===== config.mk =====
export PLATFORM = sky130hd
export DESIGN_NAME = riscvCore
export DESIGN_NICKNAME = d
export VERILOG_FILES = /design/src/common/riscvPkg.sv /design/src/source/insnDecoder.sv /design/src/source/riscvAlu.sv /design/src/source/memLaneAlign.sv /design/src/core/coreSequencer.sv /design/src/core/riscvCore.sv
export SDC_FILE = /design/constraint.sdc
export NUM_CORES = 1
export LEC_CHECK = 0
export BUFFER_PORTS_ARGS = -buffer_cell sky130_fd_sc_hd__buf_2
export CAP_MARGIN = 40
export CORE_MARGIN = 4
export CORE_UTILIZATION = 50
export CTS_CLUSTER_SIZE = 24
export DETAILED_ROUTE_END_ITERATION = 16
export PLACE_DENSITY = 0.68
export SYNTH_ARGS = -nofsm -noshare
export SYNTH_HDL_FRONTEND = slang
export SYNTH_SLANG_ARGS = --single-unit
export TNS_END_PERCENT = 50

===== constraint.sdc =====
create_clock -name cpuSignals -period 5.8 [get_ports cpuSignals]
set_input_delay 1.16 -clock cpuSignals [delete_from_list [all_inputs] [get_ports cpuSignals]]
set_output_delay 1.16 -clock cpuSignals [all_outputs]
set_load 0.05 [all_outputs]

===== src/common/riscvPkg.sv =====
// Shared definitions for the RV32 core and its testbench
package riscvPkg;

    // Word address lines on the memory bus
    localparam int addrBits = 15;
    // Data word width
    localparam int dataBits = 32;
    // Sixteen general registers, kept at RAM words 0 to 15
    localparam int regIdxBits = 4;
    // First instruction word after reset (byte address 0x1000)
    localparam int resetPcWord = 'h400;

    // Major opcodes, instruction bits 6 to 2
    localparam logic [4:0] opLoad = 5'b00000;
    localparam logic [4:0] opStore = 5'b01000;
    localparam logic [4:0] opAluImm = 5'b00100;
    localparam logic [4:0] opLui = 5'b01101;

    // ALU codes match funct3 of the immediate ALU group
    localparam logic [2:0] aluAdd = 3'b000;
    localparam logic [2:0] aluXor = 3'b100;
    localparam logic [2:0] aluOr = 3'b110;
    localparam logic [2:0] aluAnd = 3'b111;

    // Sequencer states
    localparam logic [2:0] sIdle = 3'd0;
    localparam logic [2:0] sFetch = 3'd1;
    localparam logic [2:0] sDecode = 3'd2;
    localparam logic [2:0] sRegFetch = 3'd3;
    localparam logic [2:0] sAlu = 3'd4;
    localparam logic [2:0] sDataFetch = 3'd5;
    localparam logic [2:0] sRegStore = 3'd6;

    // One instruction word, seen as I, S or U format
    typedef union packed {
        struct packed {
            logic [11:0] imm;
            logic [4:0]  rs1;
            logic [2:0]  funct3;
            logic [4:0]  rd;
            logic [6:0]  opcode;
        } iType;
        struct packed {
            logic [6:0] immHi;
            logic [4:0] rs2;
            logic [4:0] rs1;
            logic [2:0] funct3;
            logic [4:0] immLo;
            logic [6:0] opcode;
        } sType;
        struct packed {
            logic [19:0] imm;
            logic [4:0]  rd;
            logic [6:0]  opcode;
        } uType;
    } riscvInsn;

endpackage


===== src/source/insnDecoder.sv =====
`timescale 1ns/1ps

// Instruction classification and field extraction
module insnDecoder (
    input  riscvPkg::riscvInsn              insn,
    output logic                            isLoad,
    output logic                            isStore,
    output logic                            isAluImm,
    output logic                            isLui,
    output logic                            isByte,
    output logic                            isHalf,
    output logic                            isSigned,
    output logic [riscvPkg::regIdxBits-1:0] rs1Idx,
    output logic [riscvPkg::regIdxBits-1:0] rs2Idx,
    output logic [riscvPkg::regIdxBits-1:0] rdIdx,
    output logic [riscvPkg::dataBits-1:0]   immediate,
    output logic [2:0]                      aluOp
);

    logic [4:0] major;
    logic [2:0] funct3;
    // Full 32-bit encodings have low bits 11
    logic isFull;

    assign major = insn.iType.opcode[6:2];
    assign funct3 = insn.iType.funct3;
    assign isFull = insn.iType.opcode[1:0] == 2'b11;

    // LB LH LW LBU LHU only
    assign isLoad = isFull && major == riscvPkg::opLoad
        && funct3 != 3'b011 && funct3[2:1] != 2'b11;
    // SB SH SW only
    assign isStore = isFull && major == riscvPkg::opStore
        && !funct3[2] && funct3[1:0] != 2'b11;
    // Only ADDI XORI ORI ANDI are supported
    assign isAluImm = isFull && major == riscvPkg::opAluImm
        && (funct3 == riscvPkg::aluAdd || funct3 == riscvPkg::aluXor
            || funct3 == riscvPkg::aluOr || funct3 == riscvPkg::aluAnd);
    assign isLui = isFull && major == riscvPkg::opLui;

    // Word transfer when neither size flag is set
    assign isByte = funct3[1:0] == 2'b00;
    assign isHalf = funct3[1:0] == 2'b01;
    assign isSigned = !funct3[2];

    // rs1 sits at the same bits in I and S formats
    assign rs1Idx = insn.iType.rs1[riscvPkg::regIdxBits-1:0];
    assign rs2Idx = insn.sType.rs2[riscvPkg::regIdxBits-1:0];
    assign rdIdx = insn.iType.rd[riscvPkg::regIdxBits-1:0];
    assign aluOp = funct3;

    always_comb begin
        case (major)
            riscvPkg::opLoad, riscvPkg::opAluImm:
                immediate = {{20{insn.iType.imm[11]}}, insn.iType.imm};
            riscvPkg::opStore:
                immediate = {{20{insn.sType.immHi[6]}}, insn.sType.immHi, insn.sType.immLo};
            riscvPkg::opLui:
                immediate = {insn.uType.imm, 12'b0};
            default:
                immediate = '0;
        endcase
    end

endmodule


===== src/source/riscvAlu.sv =====
`timescale 1ns/1ps

// Immediate-group ALU, the add also forms load and store addresses
module riscvAlu (
    input  logic [2:0]                    aluOp,
    input  logic [riscvPkg::dataBits-1:0] x,
    input  logic [riscvPkg::dataBits-1:0] y,
    output logic [riscvPkg::dataBits-1:0] result
);

    always_comb begin
        case (aluOp)
            riscvPkg::aluAdd: begin
                result = x + y;
            end
            riscvPkg::aluXor: begin
                result = x ^ y;
            end
            riscvPkg::aluOr: begin
                result = x | y;
            end
            riscvPkg::aluAnd: begin
                result = x & y;
            end
            // Codes the decoder never issues
            default: begin
                result = '0;
            end
        endcase
    end

endmodule


===== src/source/memLaneAlign.sv =====
`timescale 1ns/1ps

// Byte and half lane handling for loads and stores
module memLaneAlign (
    input  logic [riscvPkg::dataBits-1:0] readWord,
    input  logic [riscvPkg::dataBits-1:0] oldWord,
    input  logic [1:0]                    byteOffset,
    input  logic                          isByte,
    input  logic                          isHalf,
    input  logic                          isSigned,
    output logic [riscvPkg::dataBits-1:0] loadValue,
    output logic [riscvPkg::dataBits-1:0] storeMerged
);

    logic [7:0] loadByte;
    logic [15:0] loadHalf;

    // Lane picked by the offset, half uses bit 1 only
    assign loadByte = readWord[{byteOffset, 3'b000} +: 8];
    assign loadHalf = readWord[{byteOffset[1], 4'b0000} +: 16];

    // Load extraction with sign or zero fill
    always_comb begin
        if (isByte) begin
            loadValue = {{24{isSigned & loadByte[7]}}, loadByte};
        end else if (isHalf) begin
            loadValue = {{16{isSigned & loadHalf[15]}}, loadHalf};
        end else begin
            loadValue = readWord;
        end
    end

    // Store merge, readWord carries rs2 at this point
    always_comb begin
        storeMerged = oldWord;
        if (isByte) begin
            storeMerged[{byteOffset, 3'b000} +: 8] = readWord[7:0];
        end else if (isHalf) begin
            storeMerged[{byteOffset[1], 4'b0000} +: 16] = readWord[15:0];
        end else begin
            // Full word replaces everything
            storeMerged = readWord;
        end
    end

endmodule


===== src/core/coreSequencer.sv =====
`timescale 1ns/1ps

// Multi-cycle control, one instruction at a time over the single bus
module coreSequencer (
    input  logic                            cpuSignals,
    input  logic                            rstN,
    output logic [riscvPkg::addrBits-1:0]   memAddress,
    output logic [riscvPkg::dataBits-1:0]   memWriteData,
    output logic                            memWriteEnable,
    output logic                            memStrobe,
    input  logic [riscvPkg::dataBits-1:0]   memReadData,
    input  logic                            memReady,
    output riscvPkg::riscvInsn              insn,
    input  logic                            isLoad,
    input  logic                            isStore,
    input  logic                            isAluImm,
    input  logic                            isLui,
    input  logic                            isByte,
    input  logic                            isHalf,
    input  logic [riscvPkg::regIdxBits-1:0] rs1Idx,
    input  logic [riscvPkg::regIdxBits-1:0] rs2Idx,
    input  logic [riscvPkg::regIdxBits-1:0] rdIdx,
    input  logic [riscvPkg::dataBits-1:0]   immediate,
    input  logic [2:0]                      aluOpIn,
    output logic [2:0]                      aluOp,
    output logic [riscvPkg::dataBits-1:0]   aluX,
    output logic [riscvPkg::dataBits-1:0]   aluY,
    input  logic [riscvPkg::dataBits-1:0]   aluResult,
    output logic [1:0]                      byteOffset,
    output logic [riscvPkg::dataBits-1:0]   oldWord,
    input  logic [riscvPkg::dataBits-1:0]   loadValue,
    input  logic [riscvPkg::dataBits-1:0]   storeMerged
);

    // Program counter in 32-bit words
    logic [riscvPkg::addrBits-1:0] pc;
    logic [2:0] state;
    // Operand registers, also scratch for store address and lane offset
    logic [riscvPkg::dataBits-1:0] x;
    logic [riscvPkg::dataBits-1:0] y;
    // Set while a store reads its rs2 value
    logic fetchRs2;

    // Register index to RAM word address
    function automatic logic [riscvPkg::addrBits-1:0] regAddr(
        input logic [riscvPkg::regIdxBits-1:0] idx
    );
        regAddr = {{(riscvPkg::addrBits - riscvPkg::regIdxBits){1'b0}}, idx};
    endfunction

    assign aluX = x;
    assign aluY = y;
    // Low address bits saved in x after the address add
    assign byteOffset = x[1:0];
    // Write data register holds the target word between data read and rs2 read
    assign oldWord = memWriteData;

    always_ff @(posedge cpuSignals) begin
        if (!rstN) begin
            pc <= riscvPkg::resetPcWord[riscvPkg::addrBits-1:0];
            state <= riscvPkg::sFetch;
            memStrobe <= 1'b0;
            memWriteEnable <= 1'b0;
            fetchRs2 <= 1'b0;
        end else begin
            case (state)
                riscvPkg::sFetch: begin
                    if (!memStrobe) begin
                        // Start instruction read
                        memAddress <= pc;
                        memWriteEnable <= 1'b0;
                        memStrobe <= 1'b1;
                    end else if (memReady) begin
                        insn <= memReadData;
                        pc <= pc + 1'b1;
                        memStrobe <= 1'b0;
                        state <= riscvPkg::sDecode;
                    end
                end

                riscvPkg::sDecode: begin
                    if (isLui) begin
                        // Upper immediate goes straight to rd
                        memWriteData <= immediate;
                        memAddress <= regAddr(rdIdx);
                        memWriteEnable <= 1'b1;
                        memStrobe <= 1'b1;
                        state <= riscvPkg::sRegStore;
                    end else if (isLoad || isStore || isAluImm) begin
                        memAddress <= regAddr(rs1Idx);
                        memStrobe <= 1'b1;
                        state <= riscvPkg::sRegFetch;
                    end else begin
                        // Unsupported, retire without any write
                        state <= riscvPkg::sIdle;
                    end
                end

                riscvPkg::sRegFetch: begin
                    if (memReady) begin
                        if (fetchRs2) begin
                            // rs2 on the bus, merge its lane into the old word
                            memWriteData <= storeMerged;
                            memAddress <= y[riscvPkg::addrBits-1:0];
                            memWriteEnable <= 1'b1;
                            fetchRs2 <= 1'b0;
                            state <= riscvPkg::sRegStore;
                        end else begin
                            // rs1 value and immediate into the ALU
                            x <= memReadData;
                            y <= immediate;
                            // Loads and stores use the add for the address
                            aluOp <= isAluImm ? aluOpIn : riscvPkg::aluAdd;
                            memStrobe <= 1'b0;
                            state <= riscvPkg::sAlu;
                        end
                    end
                end

                riscvPkg::sAlu: begin
                    if (isAluImm) begin
                        memWriteData <= aluResult;
                        memAddress <= regAddr(rdIdx);
                        memWriteEnable <= 1'b1;
                        state <= riscvPkg::sRegStore;
                    end else begin
                        // Data word read, lane offset kept for the aligner
                        memAddress <= aluResult[riscvPkg::addrBits+1:2];
                        x[1] <= aluResult[1] & (isByte | isHalf);
                        x[0] <= aluResult[0] & isByte;
                        state <= riscvPkg::sDataFetch;
                    end
                    memStrobe <= 1'b1;
                end

                riscvPkg::sDataFetch: begin
                    if (memReady) begin
                        if (isLoad) begin
                            memWriteData <= loadValue;
                            memAddress <= regAddr(rdIdx);
                            memWriteEnable <= 1'b1;
                            state <= riscvPkg::sRegStore;
                        end else begin
                            // Keep target word and its address, then read rs2
                            memWriteData <= memReadData;
                            y <= {{(riscvPkg::dataBits - riscvPkg::addrBits){1'b0}}, memAddress};
                            memAddress <= regAddr(rs2Idx);
                            fetchRs2 <= 1'b1;
                            state <= riscvPkg::sRegFetch;
                        end
                    end
                end

                riscvPkg::sRegStore: begin
                    // Final write of every instruction
                    if (memReady) begin
                        memStrobe <= 1'b0;
                        memWriteEnable <= 1'b0;
                        state <= riscvPkg::sIdle;
                    end
                end

                riscvPkg::sIdle: begin
                    state <= riscvPkg::sFetch;
                end

                default: begin
                    state <= riscvPkg::sIdle;
                end
            endcase
        end
    end

    // Request stays put until the memory answers
    busHold: assert property (@(posedge cpuSignals) disable iff (!rstN)
        memStrobe && !memReady |=> memStrobe && $stable(memAddress)
            && $stable(memWriteEnable) && (!memWriteEnable || $stable(memWriteData)))
        else $error("bus request changed before memReady");

    // No write outside a strobed access
    writeInStrobe: assert property (@(posedge cpuSignals) disable iff (!rstN)
        memWriteEnable |-> memStrobe)
        else $error("memWriteEnable high without memStrobe");

endmodule


===== src/core/riscvCore.sv =====
`timescale 1ns/1ps

// RV32 core top, registers live in the shared RAM
module riscvCore (
    input  logic                          cpuSignals,
    input  logic                          rstN,
    output logic [riscvPkg::addrBits-1:0] memAddress,
    output logic [riscvPkg::dataBits-1:0] memWriteData,
    output logic                          memWriteEnable,
    output logic                          memStrobe,
    input  logic [riscvPkg::dataBits-1:0] memReadData,
    input  logic                          memReady
);

    // Fetched instruction
    riscvPkg::riscvInsn insn;

    // Decoder results
    logic isLoad;
    logic isStore;
    logic isAluImm;
    logic isLui;
    logic isByte;
    logic isHalf;
    logic isSigned;
    logic [riscvPkg::regIdxBits-1:0] rs1Idx;
    logic [riscvPkg::regIdxBits-1:0] rs2Idx;
    logic [riscvPkg::regIdxBits-1:0] rdIdx;
    logic [riscvPkg::dataBits-1:0] immediate;
    logic [2:0] decodedAluOp;

    // ALU path
    logic [2:0] aluOp;
    logic [riscvPkg::dataBits-1:0] aluX;
    logic [riscvPkg::dataBits-1:0] aluY;
    logic [riscvPkg::dataBits-1:0] aluResult;

    // Lane aligner path
    logic [1:0] byteOffset;
    logic [riscvPkg::dataBits-1:0] oldWord;
    logic [riscvPkg::dataBits-1:0] loadValue;
    logic [riscvPkg::dataBits-1:0] storeMerged;

    // Bus outputs come straight from sequencer registers
    coreSequencer sequencer (
        .cpuSignals(cpuSignals), .rstN(rstN),
        .memAddress(memAddress), .memWriteData(memWriteData),
        .memWriteEnable(memWriteEnable), .memStrobe(memStrobe),
        .memReadData(memReadData), .memReady(memReady),
        .insn(insn),
        .isLoad(isLoad), .isStore(isStore), .isAluImm(isAluImm), .isLui(isLui),
        .isByte(isByte), .isHalf(isHalf),
        .rs1Idx(rs1Idx), .rs2Idx(rs2Idx), .rdIdx(rdIdx),
        .immediate(immediate), .aluOpIn(decodedAluOp),
        .aluOp(aluOp), .aluX(aluX), .aluY(aluY), .aluResult(aluResult),
        .byteOffset(byteOffset), .oldWord(oldWord),
        .loadValue(loadValue), .storeMerged(storeMerged)
    );

    insnDecoder decoder (
        .insn(insn),
        .isLoad(isLoad), .isStore(isStore), .isAluImm(isAluImm), .isLui(isLui),
        .isByte(isByte), .isHalf(isHalf), .isSigned(isSigned),
        .rs1Idx(rs1Idx), .rs2Idx(rs2Idx), .rdIdx(rdIdx),
        .immediate(immediate), .aluOp(decodedAluOp)
    );

    riscvAlu alu (.aluOp(aluOp), .x(aluX), .y(aluY), .result(aluResult));

    // Read word feeds both load extraction and rs2 lane for stores
    memLaneAlign laneAlign (
        .readWord(memReadData), .oldWord(oldWord), .byteOffset(byteOffset),
        .isByte(isByte), .isHalf(isHalf), .isSigned(isSigned),
        .loadValue(loadValue), .storeMerged(storeMerged)
    );

endmodule


==> run_results.csv, run 1 <==
group,metric,value,unit
status,run_status,"complete, no violations",
timing,finalHoldViolations,0,
detailed_routing,drt_pass1_iterations,7,
cells_and_area,final_cell_area,13600,µm²
run,drv.max_cap_violation_count,0,
global_routing,grt_antenna_before_repair,2,
setup_path,end_kind,"flop",
timing,max_slew_margin,36.5,%
setup_path,timing.critical_path.arrival,3.74,ns
timing,clock-skew-final,0.0167,ns
pwr,p_leak,5.36,nW
synthesis,syn_area,12300,µm²
placement,pre_cts_slack,2.09,ns
detailed_routing,remaining_drc_errors,0,
die,chipWidth,165,µm
clock_tree,cts_max_path_buffers,2,
timing,max_freq,278,MHz
setup_path,slowest_library_cell_on_the_worst_path,"sky130_fd_sc_hd__dfxtp_1",
clock_tree,clock_tree.htree_level_count,4,
synthesis,ys_seq_elements,167,
timing,finalWorstPathRequiredPeriod,3.60,ns
cells_and_area,finish.utilization,56.2,%
timing,worst_slew_pin_slew,0.944,ns
placement,numPlacedInstances,1721,
synthesis,synth-main-ff-cell,"sky130_fd_sc_hd__edfxtp_1",
cells_and_area,area_growth,10.7,%
detailed_routing,drtAntennaViolNets,0,
hold_path,worstHoldPathType,"flop to flop",
synthesis,synth-edff-count,146,
setup_path,critical_path.reg2reg.startpoint,"sequencer.state[0]$_SDFFE_PN1P_",
setup_path,timing_worst_setup_path_type,"flop to flop",
cells_and_area,layout_common_cells,"170 x sky130_fd_sc_hd__nand2_1, 146 x sky130_fd_sc_hd__edfxtp_1, 107 x sky130_fd_sc_hd__a21oi_1, 105 x sky130_fd_sc_hd__nor2_1, 96 x sky130_fd_sc_hd__o21ai_0",
setup_path,slowest_delay,0.72,ns
clock_tree,worst_setup_hold_path_clk_slew,0.07,ns
timing,maxSlewViolCount,0,
global_routing,grt.total_usage,35.7,%
setup_path,startpoint_type,"flop",
die,dieHeight,165,µm
setup_path,critical_path_buf_inv_count,1,
detailed_routing,postRouteWirelength,48700,µm
hold_path,min_delay_path_depth,2,
setup_path,critPathTopFamily,"compound AO/OA/AOI/OAI gates",
clock_tree,postCtsHoldBufs,0,
setup_path,timing.reg2reg.setup_slack,2.20,ns
setup_path,crit_path_cell_trace,"inv_2, nor2_2, nor2_2, a21oi_1, o32ai_1, a211oi_1, o21ai_0",
setup_path,worstRegToRegCells,7,
detailed_routing,detail_route.vias_per_cell,6.88,
placement,detailedPlacementHpwl,35800,µm
detailed_routing,drt_iter0_markers,1843,
clock_tree,clkLatencyLatePin,0.44,ns
cells_and_area,fin_cells,1754,
cells_and_area,mostFrequentLayoutCell,"sky130_fd_sc_hd__nand2_1",
cells_and_area,final_layout_size_suffix_gt1_share,13.6,%
setup_path,regToRegEndpoint,"sequencer.memWriteData[13]$_DFFE_PP_",
timing,fin_crit_sh,62.0,%
placement,dpl-instance-area,13000,µm²
global_routing,vias_in_the_first_global_route,10978,
global_routing,overflow,0,
setup_path,timing.critical_path.required,5.94,ns
die,design.core.area,24200,µm²
synthesis,post_synth.cell_area_avg,8.97,µm²
pwr,vdd_drop_max,0.000210,V
hold_path,hold_path_startpoint,"sequencer.pc[5]$_SDFFE_PN0P_",
detailed_routing,avgRoutedWirePerCell,27.7,µm
clock_tree,cts_root_buf,"sky130_fd_sc_hd__clkbuf_16",
die,total_number_of_placement_rows,57,
synthesis,post_synth_num_cell_types,89,
detailed_routing,detailroute.via_count,12070,
placement,placer_s_final_routability_congestion_estimate,1.08,
global_routing,first_pass_grt_wire_length,71100,µm
global_routing,grt_start_max_net_pins,50,
synthesis,seq_area_frac_synth,39.1,%
clock_tree,tritoncts,"built",
synthesis,postSynthNetCount,1477,
die,starting_density_of_the_core,50.7,%
setup_path,crit_fanout,19,
timing,setup_slack,2.20,ns
die,i_o_pin_cnt,84,
timing,fin_tns_setup,0,ns
cells_and_area,final_net_count,1522,
pwr,power_density,324,nW/µm²
cells_and_area,fillers,2212,
clock_tree,cts_resized,0,
synthesis,async_reset_ff_share,0,%
clock_tree,post-cts-setup-buffer-count,0,
synthesis,ys_warn_count,0,
clock_tree,cts_inserted_buffers,17,
synthesis,synthesis.instances,1371,
clock_tree,clkSinkCount,167,
setup_path,critical_path.most_common_cell,"sky130_fd_sc_hd__nor2_2",
hold_path,timing.hold.worst_endpoint,"sequencer.pc[5]$_SDFFE_PN0P_",
timing,final-setup-viol-count,0,
die,dieArea,27200,µm²
timing,unrepaired_setup_endpoints_after_global_routing,"false",
placement,numPortBuffers,83,
cells by family after synthesis:
kind of cell | count (synthesis) | synth area share [%]
AO/OA/AOI/OAI | 459 | 25.2
AND/OR/NAND/NOR | 445 | 17.1
multiplexers | 36 | 4.00
adder cells (fa/ha/maj) | 71 | 7.28
buffers and inverters | 166 | 5.46
flip-flops | 167 | 39.1
XOR/XNOR | 27 | 1.92
registers in the layout, indices dropped and copies added (netlist names), 3 cells and up:
register                cells
sequencer.aluX             32
sequencer.aluY             32
sequencer.insn             32
sequencer.memWriteData     32
sequencer.memAddress       15
sequencer.pc               15
sequencer.aluOp             3
sequencer.state             3
cell usage after synthesis (6+ instances only):
| cell type | count | area share, % |
|---|---|---|
| sky130_fd_sc_hd__ha_1 | 70 | 7.1 |
| sky130_fd_sc_hd__o221ai_1 | 8 | 0.57 |
| sky130_fd_sc_hd__and3_1 | 10 | 0.51 |
| sky130_fd_sc_hd__xor2_1 | 13 | 0.93 |
| sky130_fd_sc_hd__o21ai_0 | 96 | 3.9 |
| sky130_fd_sc_hd__or3_1 | 8 | 0.41 |
| sky130_fd_sc_hd__nand2_1 | 170 | 5.2 |
| sky130_fd_sc_hd__nand2b_1 | 10 | 0.51 |
| sky130_fd_sc_hd__a21oi_1 | 107 | 4.4 |
| sky130_fd_sc_hd__inv_1 | 78 | 2.4 |
| sky130_fd_sc_hd__dfxtp_1 | 21 | 3.4 |
| sky130_fd_sc_hd__nand4_1 | 10 | 0.51 |
| sky130_fd_sc_hd__clkbuf_1 | 57 | 1.7 |
| sky130_fd_sc_hd__nor2b_1 | 16 | 0.81 |
| sky130_fd_sc_hd__a221o_1 | 13 | 1.1 |
| sky130_fd_sc_hd__buf_2 | 16 | 0.65 |
| sky130_fd_sc_hd__a21o_1 | 29 | 1.8 |
| sky130_fd_sc_hd__nor3_1 | 22 | 0.90 |
| sky130_fd_sc_hd__mux2_2 | 15 | 1.4 |
| sky130_fd_sc_hd__mux4_2 | 8 | 1.5 |
| sky130_fd_sc_hd__o22ai_1 | 25 | 1.3 |
| sky130_fd_sc_hd__a31oi_1 | 19 | 0.97 |
| sky130_fd_sc_hd__o32ai_1 | 8 | 0.57 |
| sky130_fd_sc_hd__a211oi_1 | 14 | 0.85 |
| sky130_fd_sc_hd__nand3_1 | 43 | 1.7 |
| sky130_fd_sc_hd__a22oi_1 | 21 | 1.3 |
| sky130_fd_sc_hd__o211ai_1 | 10 | 0.61 |
| sky130_fd_sc_hd__a221oi_1 | 32 | 2.3 |
| sky130_fd_sc_hd__mux2i_1 | 12 | 0.98 |
| sky130_fd_sc_hd__and2_1 | 18 | 0.92 |
| sky130_fd_sc_hd__o21a_1 | 6 | 0.37 |
| sky130_fd_sc_hd__a21boi_0 | 9 | 0.55 |
| sky130_fd_sc_hd__nor2_1 | 108 | 3.3 |
| sky130_fd_sc_hd__xnor2_1 | 14 | 1.0 |
| sky130_fd_sc_hd__edfxtp_1 | 146 | 36 |
metal layers:
layer  track usage [%]  wire length [µm]  up-vias
li1                  -                 -     5215
met1              48.5             18700     5675
met2              51.7             20000      986
met3              12.6              7380      190
met4              14.9              2560        4
met5                 0                22        -
worst min-delay path, delay by kind of cell (launching register included):
kind / cells / cell delay (ns)
DFF: 1 / 0.34
AOI/OAI and AO/OA: 2 / 0.14
cell type report:
class / count / area (µm²) / area share, %
multi-input combinational: 1038 / 6840 / 50.2
inverter: 83 / 312 / 2.29
timing repair buffer: 109 / 638 / 4.69
tap: 324 / 405 / 2.98
clock buffer: 17 / 425 / 3.12
clock inverter: 15 / 190 / 1.40
sequential: 167 / 4800 / 35.3
antenna: 1 / 2.50 / 0.0184
how the worst max path moves through the flow:
stage,start,endpoint,slack (ns),cells past startpoint
global route,sequencer.aluX[1]$_DFFE_PP_,sequencer.memWriteData[25]$_DFFE_PP_,2.09,11
finish,sequencer.state[0]$_SDFFE_PN1P_,sequencer.memWriteData[13]$_DFFE_PP_,2.20,7
floorplan,memReady,sequencer.memWriteData[0]$_DFFE_PP_,1.22,4
detailed placement,memReadData[7],sequencer.memWriteData[28]$_DFFE_PP_,2.09,9
global placement,memReadData[7],sequencer.memWriteData[28]$_DFFE_PP_,2.09,9
CTS,sequencer.aluX[1]$_DFFE_PP_,sequencer.memWriteData[25]$_DFFE_PP_,2.39,11
through the flow:
stage | total power, mW | hold slack (ns)
3_3_place_gp | 3.13 | 0.498
2_1_floorplan | 2.65 | 0.470
6_report | 4.42 | 0.520
3_5_place_dp | 3.14 | 0.514
5_1_grt | 4.56 | 0.549
4_1_cts | 4.36 | 0.524
where the power goes:
| group | switching, mW | internal, mW |
|---|---|---|
| Clock | 0.547 | 0.690 |
| Combinational | 1.06 | 0.440 |
| Sequential | 0.168 | 1.51 |
| Total | 1.77 | 2.64 |
Note: power is estimated with default switching activity, not from simulation.
==> run 2: changes to the inputs <==
clock period = 3.72 ns   (was 5.8 ns; I/O delays follow)
==> run 2 against run 1 <==
Hold slack gained 0.0057 ns. Final cell count grew 1.4%. Critical path depth grew 2. Die area is the same. Via count grew 0.74%. Clock-buffer cell count grew 1. Global-route usage grew 1.4 points. Clock power grew 62%. Fmax grew 8.6%. Non-clock buffer count grew 25. Power grew 60%. Critical path type unchanged.
==> run_results.csv, run 2 (synthesized netlist as in run 1, its figures left out) <==
group,metric,value,unit
status,run_status,"complete, no violations",
timing,max_freq,302,MHz
detailed_routing,drt-met1-wl,20200,µm
timing,fin_tns_setup,0,ns
clock_tree,clkLatencyLatePin,0.45,ns
pwr,p_leak,5.48,nW
placement,numPlacedInstances,1745,
setup_path,critical_path.reg2reg.startpoint,"sequencer.aluY[0]$_DFFE_PP_",
die,dieArea,27200,µm²
die,total_number_of_placement_rows,57,
placement,numPortBuffers,83,
detailed_routing,postRouteWirelength,50700,µm
timing,max_slew_margin,34.8,%
pwr,power_total,7.07,mW
setup_path,timing.critical_path.required,3.89,ns
detailed_routing,remaining_drc_errors,0,
setup_path,worstRegToRegCells,9,
setup_path,crit_fanout,4,
cells_and_area,multi_input_area,6850,µm²
pwr,vdd_drop_max,0.000307,V
hold_path,hold_path_startpoint,"sequencer.fetchRs2$_SDFFE_PN0P_",
die,design.core.area,24200,µm²
setup_path,timing.critical_path.arrival,3.49,ns
clock_tree,worst_setup_hold_path_clk_slew,0.08,ns
setup_path,timing_worst_setup_path_type,"flop to flop",
hold_path,timing.hold.worst_endpoint,"sequencer.fetchRs2$_SDFFE_PN0P_",
cells_and_area,final_layout_size_suffix_gt1_share,15.2,%
global_routing,overflow,0,
die,starting_density_of_the_core,50.7,%
timing,fin_crit_sh,89.1,%
clock_tree,tritoncts,"built",
cells_and_area,fillers,2240,
detailed_routing,drt_pass1_iterations,6,
timing,maxSlewViolCount,0,
placement,placer_s_final_routability_congestion_estimate,1.05,
cells_and_area,register_area,4800,µm²
cells_and_area,area_growth,12.5,%
hold_path,min_delay_path_depth,2,
detailed_routing,detailroute.via_count,12159,
detailed_routing,wl_met3,6880,µm
timing,clock-skew-final,0.0144,ns
setup_path,regToRegEndpoint,"sequencer.memWriteData[28]$_DFFE_PP_",
timing,finalHoldViolations,0,
clock_tree,cts_max_path_buffers,2,
pwr,power_density,511,nW/µm²
detailed_routing,top_layer,"met4",
cells_and_area,final_cell_area,13800,µm²
detailed_routing,avgRoutedWirePerCell,28.5,µm
global_routing,grt_start_max_net_pins,65,
timing,finalWorstPathRequiredPeriod,3.31,ns
clock_tree,cts_inserted_buffers,17,
timing,final-setup-viol-count,0,
setup_path,end_kind,"flop",
clock_tree,postCtsHoldBufs,0,
die,dieHeight,165,µm
clock_tree,cts_resized,0,
die,i_o_pin_cnt,84,
cells_and_area,final_net_count,1547,
clock_tree,cts_root_buf,"sky130_fd_sc_hd__clkbuf_16",
global_routing,grt.total_usage,37.1,%
placement,dpl-instance-area,13200,µm²
global_routing,grt_antenna_before_repair,0,
detailed_routing,drtAntennaViolNets,0,
cells_and_area,finish.utilization,57.0,%
cells_and_area,layout_common_cells,"170 x sky130_fd_sc_hd__nand2_1, 146 x sky130_fd_sc_hd__edfxtp_1, 107 x sky130_fd_sc_hd__a21oi_1, 105 x sky130_fd_sc_hd__nor2_1, 96 x sky130_fd_sc_hd__o21ai_0",
setup_path,timing.reg2reg.setup_slack,0.41,ns
die,chipWidth,165,µm
timing,worst_slew_pin_slew,0.969,ns
cells_and_area,fin_cells,1778,
global_routing,vias_in_the_first_global_route,11129,
timing,unrepaired_setup_endpoints_after_global_routing,"false",
clock_tree,clkSinkCount,167,
detailed_routing,detail_route.vias_per_cell,6.84,
clock_tree,clock_tree.htree_level_count,4,
placement,detailedPlacementHpwl,37200,µm
detailed_routing,wl_met2,21400,µm
run,drv.max_cap_violation_count,0,
cells_and_area,diodes,0,
cells_and_area,mostFrequentLayoutCell,"sky130_fd_sc_hd__nand2_1",
detailed_routing,drt_iter0_markers,1765,
hold_path,worstHoldPathType,"flop to flop",
global_routing,first_pass_grt_wire_length,73400,µm
setup_path,startpoint_type,"flop",
clock_tree,post-cts-setup-buffer-count,0,
[run 2: area by class of cell]
cell class / count / share of cell area, %
clock inverters: 14 / 1.53
well taps: 324 / 2.93
repair buffers: 134 / 5.93
inverters: 83 / 2.25
clock buffers: 18 / 3.10
flip-flops and latches: 167 / 34.7
multi-input cells: 1038 / 49.5
[run 2: critical path: stages (launching register included)]
cell and delay [ns]:
sky130_fd_sc_hd__edfxtp_1 0.38, sky130_fd_sc_hd__ha_1 0.27, sky130_fd_sc_hd__fa_1 0.25, sky130_fd_sc_hd__a21oi_1 0.11
sky130_fd_sc_hd__o2bb2ai_1 0.39, sky130_fd_sc_hd__a22o_1 0.30, sky130_fd_sc_hd__nand3_1 0.13, sky130_fd_sc_hd__o32ai_1 0.61
sky130_fd_sc_hd__mux2i_1 0.47, sky130_fd_sc_hd__nand3_1 0.13
[run 2: layer usage]
metal	track usage (%)	vias up
li1	-	5259
met1	52.2	5860
met2	53.8	895
met3	11.1	145
met4	14.1	0
met5	0	-
[run 2: metrics by stage]
step,setup WS (ns),hold WS (ns)
5_1_grt,0.334,0.561
3_5_place_dp,0.632,0.515
3_3_place_gp,0.484,0.497
2_1_floorplan,0.365,0.470
6_report,0.407,0.525
4_1_cts,0.571,0.527
[run 2: worst max path at each step]
stage,from,slack (ns),end
4_1_cts,sequencer.aluY[0]$_DFFE_PP_,0.57,sequencer.memWriteData[28]$_DFFE_PP_
3_3_place_gp,memReadData[7],0.48,sequencer.memWriteData[26]$_DFFE_PP_
2_1_floorplan,sequencer.insn[3]$_DFFE_PP_,0.37,sequencer.memWriteData[0]$_DFFE_PP_
5_1_grt,sequencer.aluX[1]$_DFFE_PP_,0.33,sequencer.memWriteData[26]$_DFFE_PP_
6_report,sequencer.aluY[0]$_DFFE_PP_,0.41,sequencer.memWriteData[28]$_DFFE_PP_
3_5_place_dp,sequencer.aluY[0]$_DFFE_PP_,0.63,sequencer.memWriteData[28]$_DFFE_PP_
[run 2: power breakdown]
group | total [mW] | switching [mW] | internal [mW]
Combinational | 2.46 | 1.73 | 0.734
Clock | 2.01 | 0.871 | 1.14
Sequential | 2.59 | 0.235 | 2.35
==> run 3: changes to the inputs <==
CORE_ASPECT_RATIO = 0.8   (was not set)
==> run 3 against run 2 <==
Fmax increased by 1.0%. Clock skew decreased by 0.0015 ns. Final cell count increased by 0.67%. Clock power decreased by 10%. Via count increased by 1.4%. Wire length increased by 2.8%. Highest routed layer is now met5. Largest cell class unchanged. Critical path type unchanged. Die area about the same. Power decreased by 2.0%. Sequential power about the same. Global-route usage increased by 0.63 points. Flip-flop and latch count unchanged.
==> run_results.csv, run 3 (synthesized netlist as in run 1, its figures left out) <==
group,metric,value,unit
status,run_status,"complete, no violations",
timing,maxSlewViolCount,0,
hold_path,worstHoldPathType,"flop to flop",
detailed_routing,remaining_drc_errors,0,
global_routing,grt.total_usage,37.7,%
detailed_routing,avgRoutedWirePerCell,29.1,µm
setup_path,timing.reg2reg.setup_slack,0.44,ns
global_routing,first_pass_grt_wire_length,75600,µm
clock_tree,cts_max_path_buffers,2,
timing,worst_slew_pin_slew,0.947,ns
detailed_routing,postRouteWirelength,52100,µm
die,starting_density_of_the_core,50.7,%
cells_and_area,final_net_count,1562,
placement,detailedPlacementHpwl,39100,µm
clock_tree,cts_root_buf,"sky130_fd_sc_hd__clkbuf_16",
timing,final-setup-viol-count,0,
die,dieArea,27200,µm²
cells_and_area,final_cell_area,13900,µm²
detailed_routing,wl_met3,8590,µm
pwr,power_density,499,nW/µm²
setup_path,timing_worst_setup_path_type,"flop to flop",
pwr,vdd_drop_max,0.000375,V
die,design.core.area,24200,µm²
hold_path,timing.hold.worst_endpoint,"sequencer.pc[5]$_SDFFE_PN0P_",
global_routing,grt_antenna_before_repair,1,
clock_tree,tritoncts,"built",
timing,max_freq,305,MHz
run,drv.max_cap_violation_count,0,
clock_tree,clock_tree.htree_level_count,4,
cells_and_area,area_growth,12.9,%
detailed_routing,drt_iter0_markers,2100,
setup_path,startpoint_type,"flop",
detailed_routing,wl_met2,21100,µm
cells_and_area,mostFrequentLayoutCell,"sky130_fd_sc_hd__nand2_1",
die,dieHeight,148,µm
timing,finalHoldViolations,0,
setup_path,timing.critical_path.arrival,3.45,ns
detailed_routing,drt_pass1_iterations,7,
timing,max_slew_margin,36.3,%
timing,finalWorstPathRequiredPeriod,3.28,ns
clock_tree,clkLatencyLatePin,0.45,ns
detailed_routing,top_layer,"met5",
cells_and_area,finish.utilization,57.3,%
hold_path,hold_path_startpoint,"sequencer.pc[5]$_SDFFE_PN0P_",
setup_path,timing.critical_path.required,3.89,ns
timing,fin_tns_setup,0,ns
detailed_routing,detail_route.vias_per_cell,6.88,
pwr,power_total,6.93,mW
placement,pre_cts_slack,0.647,ns
global_routing,grt_start_max_net_pins,41,
clock_tree,worst_setup_hold_path_clk_slew,0.07,ns
global_routing,vias_in_the_first_global_route,11369,
timing,hold_ws,0.523,ns
cells_and_area,final_layout_size_suffix_gt1_share,16.1,%
clock_tree,postCtsHoldBufs,0,
setup_path,crit_fanout,5,
placement,placer_s_final_routability_congestion_estimate,1.05,
timing,fin_crit_sh,88.2,%
clock_tree,cts_inserted_buffers,17,
die,chipWidth,183,µm
die,total_number_of_placement_rows,51,
setup_path,end_kind,"flop",
placement,numPlacedInstances,1755,
cells_and_area,fin_cells,1790,
placement,dpl-instance-area,13300,µm²
timing,unrepaired_setup_endpoints_after_global_routing,"false",
die,i_o_pin_cnt,84,
hold_path,min_delay_path_depth,2,
cells_and_area,layout_common_cells,"170 x sky130_fd_sc_hd__nand2_1, 146 x sky130_fd_sc_hd__edfxtp_1, 107 x sky130_fd_sc_hd__a21oi_1, 105 x sky130_fd_sc_hd__nor2_1, 96 x sky130_fd_sc_hd__o21ai_0",
timing,clock-skew-final,0.0129,ns
detailed_routing,drtAntennaViolNets,0,
detailed_routing,drt-met1-wl,20600,µm
global_routing,overflow,0,
timing,setup_slack,0.440,ns
clock_tree,cts_resized,0,
clock_tree,clkSinkCount,167,
cells_and_area,fillers,2221,
detailed_routing,detailroute.via_count,12324,
setup_path,critical_path.reg2reg.startpoint,"sequencer.aluX[1]$_DFFE_PP_",
setup_path,worstRegToRegCells,9,
placement,numPortBuffers,83,
clock_tree,post-cts-setup-buffer-count,0,
pwr,p_leak,5.54,nW
setup_path,regToRegEndpoint,"sequencer.memWriteData[19]$_DFFE_PP_",
run 3: critical path, stage by stage (launching register included):
cell and delay (ns):
sky130_fd_sc_hd__edfxtp_1 0.38, sky130_fd_sc_hd__inv_1 0.20, sky130_fd_sc_hd__ha_1 0.30, sky130_fd_sc_hd__a211oi_1 0.41, sky130_fd_sc_hd__o211ai_1 0.24, sky130_fd_sc_hd__nand4_1 0.16
sky130_fd_sc_hd__a21boi_0 0.37, sky130_fd_sc_hd__o32ai_2 0.21, sky130_fd_sc_hd__xnor2_1 0.55, sky130_fd_sc_hd__o21ai_0 0.18
run 3: worst max path at each step:
stage,to,slack [ns],from,cells after the start
3_3_place_gp,sequencer.memWriteData[26]$_DFFE_PP_,0.54,memReadData[7],8
2_1_floorplan,sequencer.memWriteData[0]$_DFFE_PP_,0.37,sequencer.insn[3]$_DFFE_PP_,5
3_5_place_dp,sequencer.memWriteData[19]$_DFFE_PP_,0.65,sequencer.aluX[1]$_DFFE_PP_,9
4_1_cts,sequencer.memWriteData[19]$_DFFE_PP_,0.63,sequencer.aluX[1]$_DFFE_PP_,9
6_report,sequencer.memWriteData[19]$_DFFE_PP_,0.44,sequencer.aluX[1]$_DFFE_PP_,9
5_1_grt,sequencer.memWriteData[19]$_DFFE_PP_,0.37,sequencer.aluX[1]$_DFFE_PP_,9
run 3: area by class of cell:
class | instances | area, µm² | area share (%)
multi-input cells | 1038 | 6850 | 49.3
flip-flops and latches | 167 | 4800 | 34.6
repair buffers | 149 | 937 | 6.75
clock buffers | 18 | 450 | 3.24
well taps | 318 | 398 | 2.87
inverters | 83 | 312 | 2.24
clock inverters | 14 | 129 | 0.928
diodes | 3 | 7.51 | 0.0541
run 3: where the power goes:
| group | switching (mW) | leakage (nW) | internal, mW |
|---|---|---|---|
| clock network | 0.879 | 0.283 | 0.928 |
| logic | 1.78 | 3.74 | 0.763 |
| registers | 0.224 | 1.51 | 2.35 |
| total | 2.88 | 5.54 | 4.04 |
run 3: routing by layer:
layer	up-vias	track usage [%]
li1	5298	-
met1	5902	53.1
met2	978	52.0
met3	144	16.2
met4	2	13.0
met5	-	0
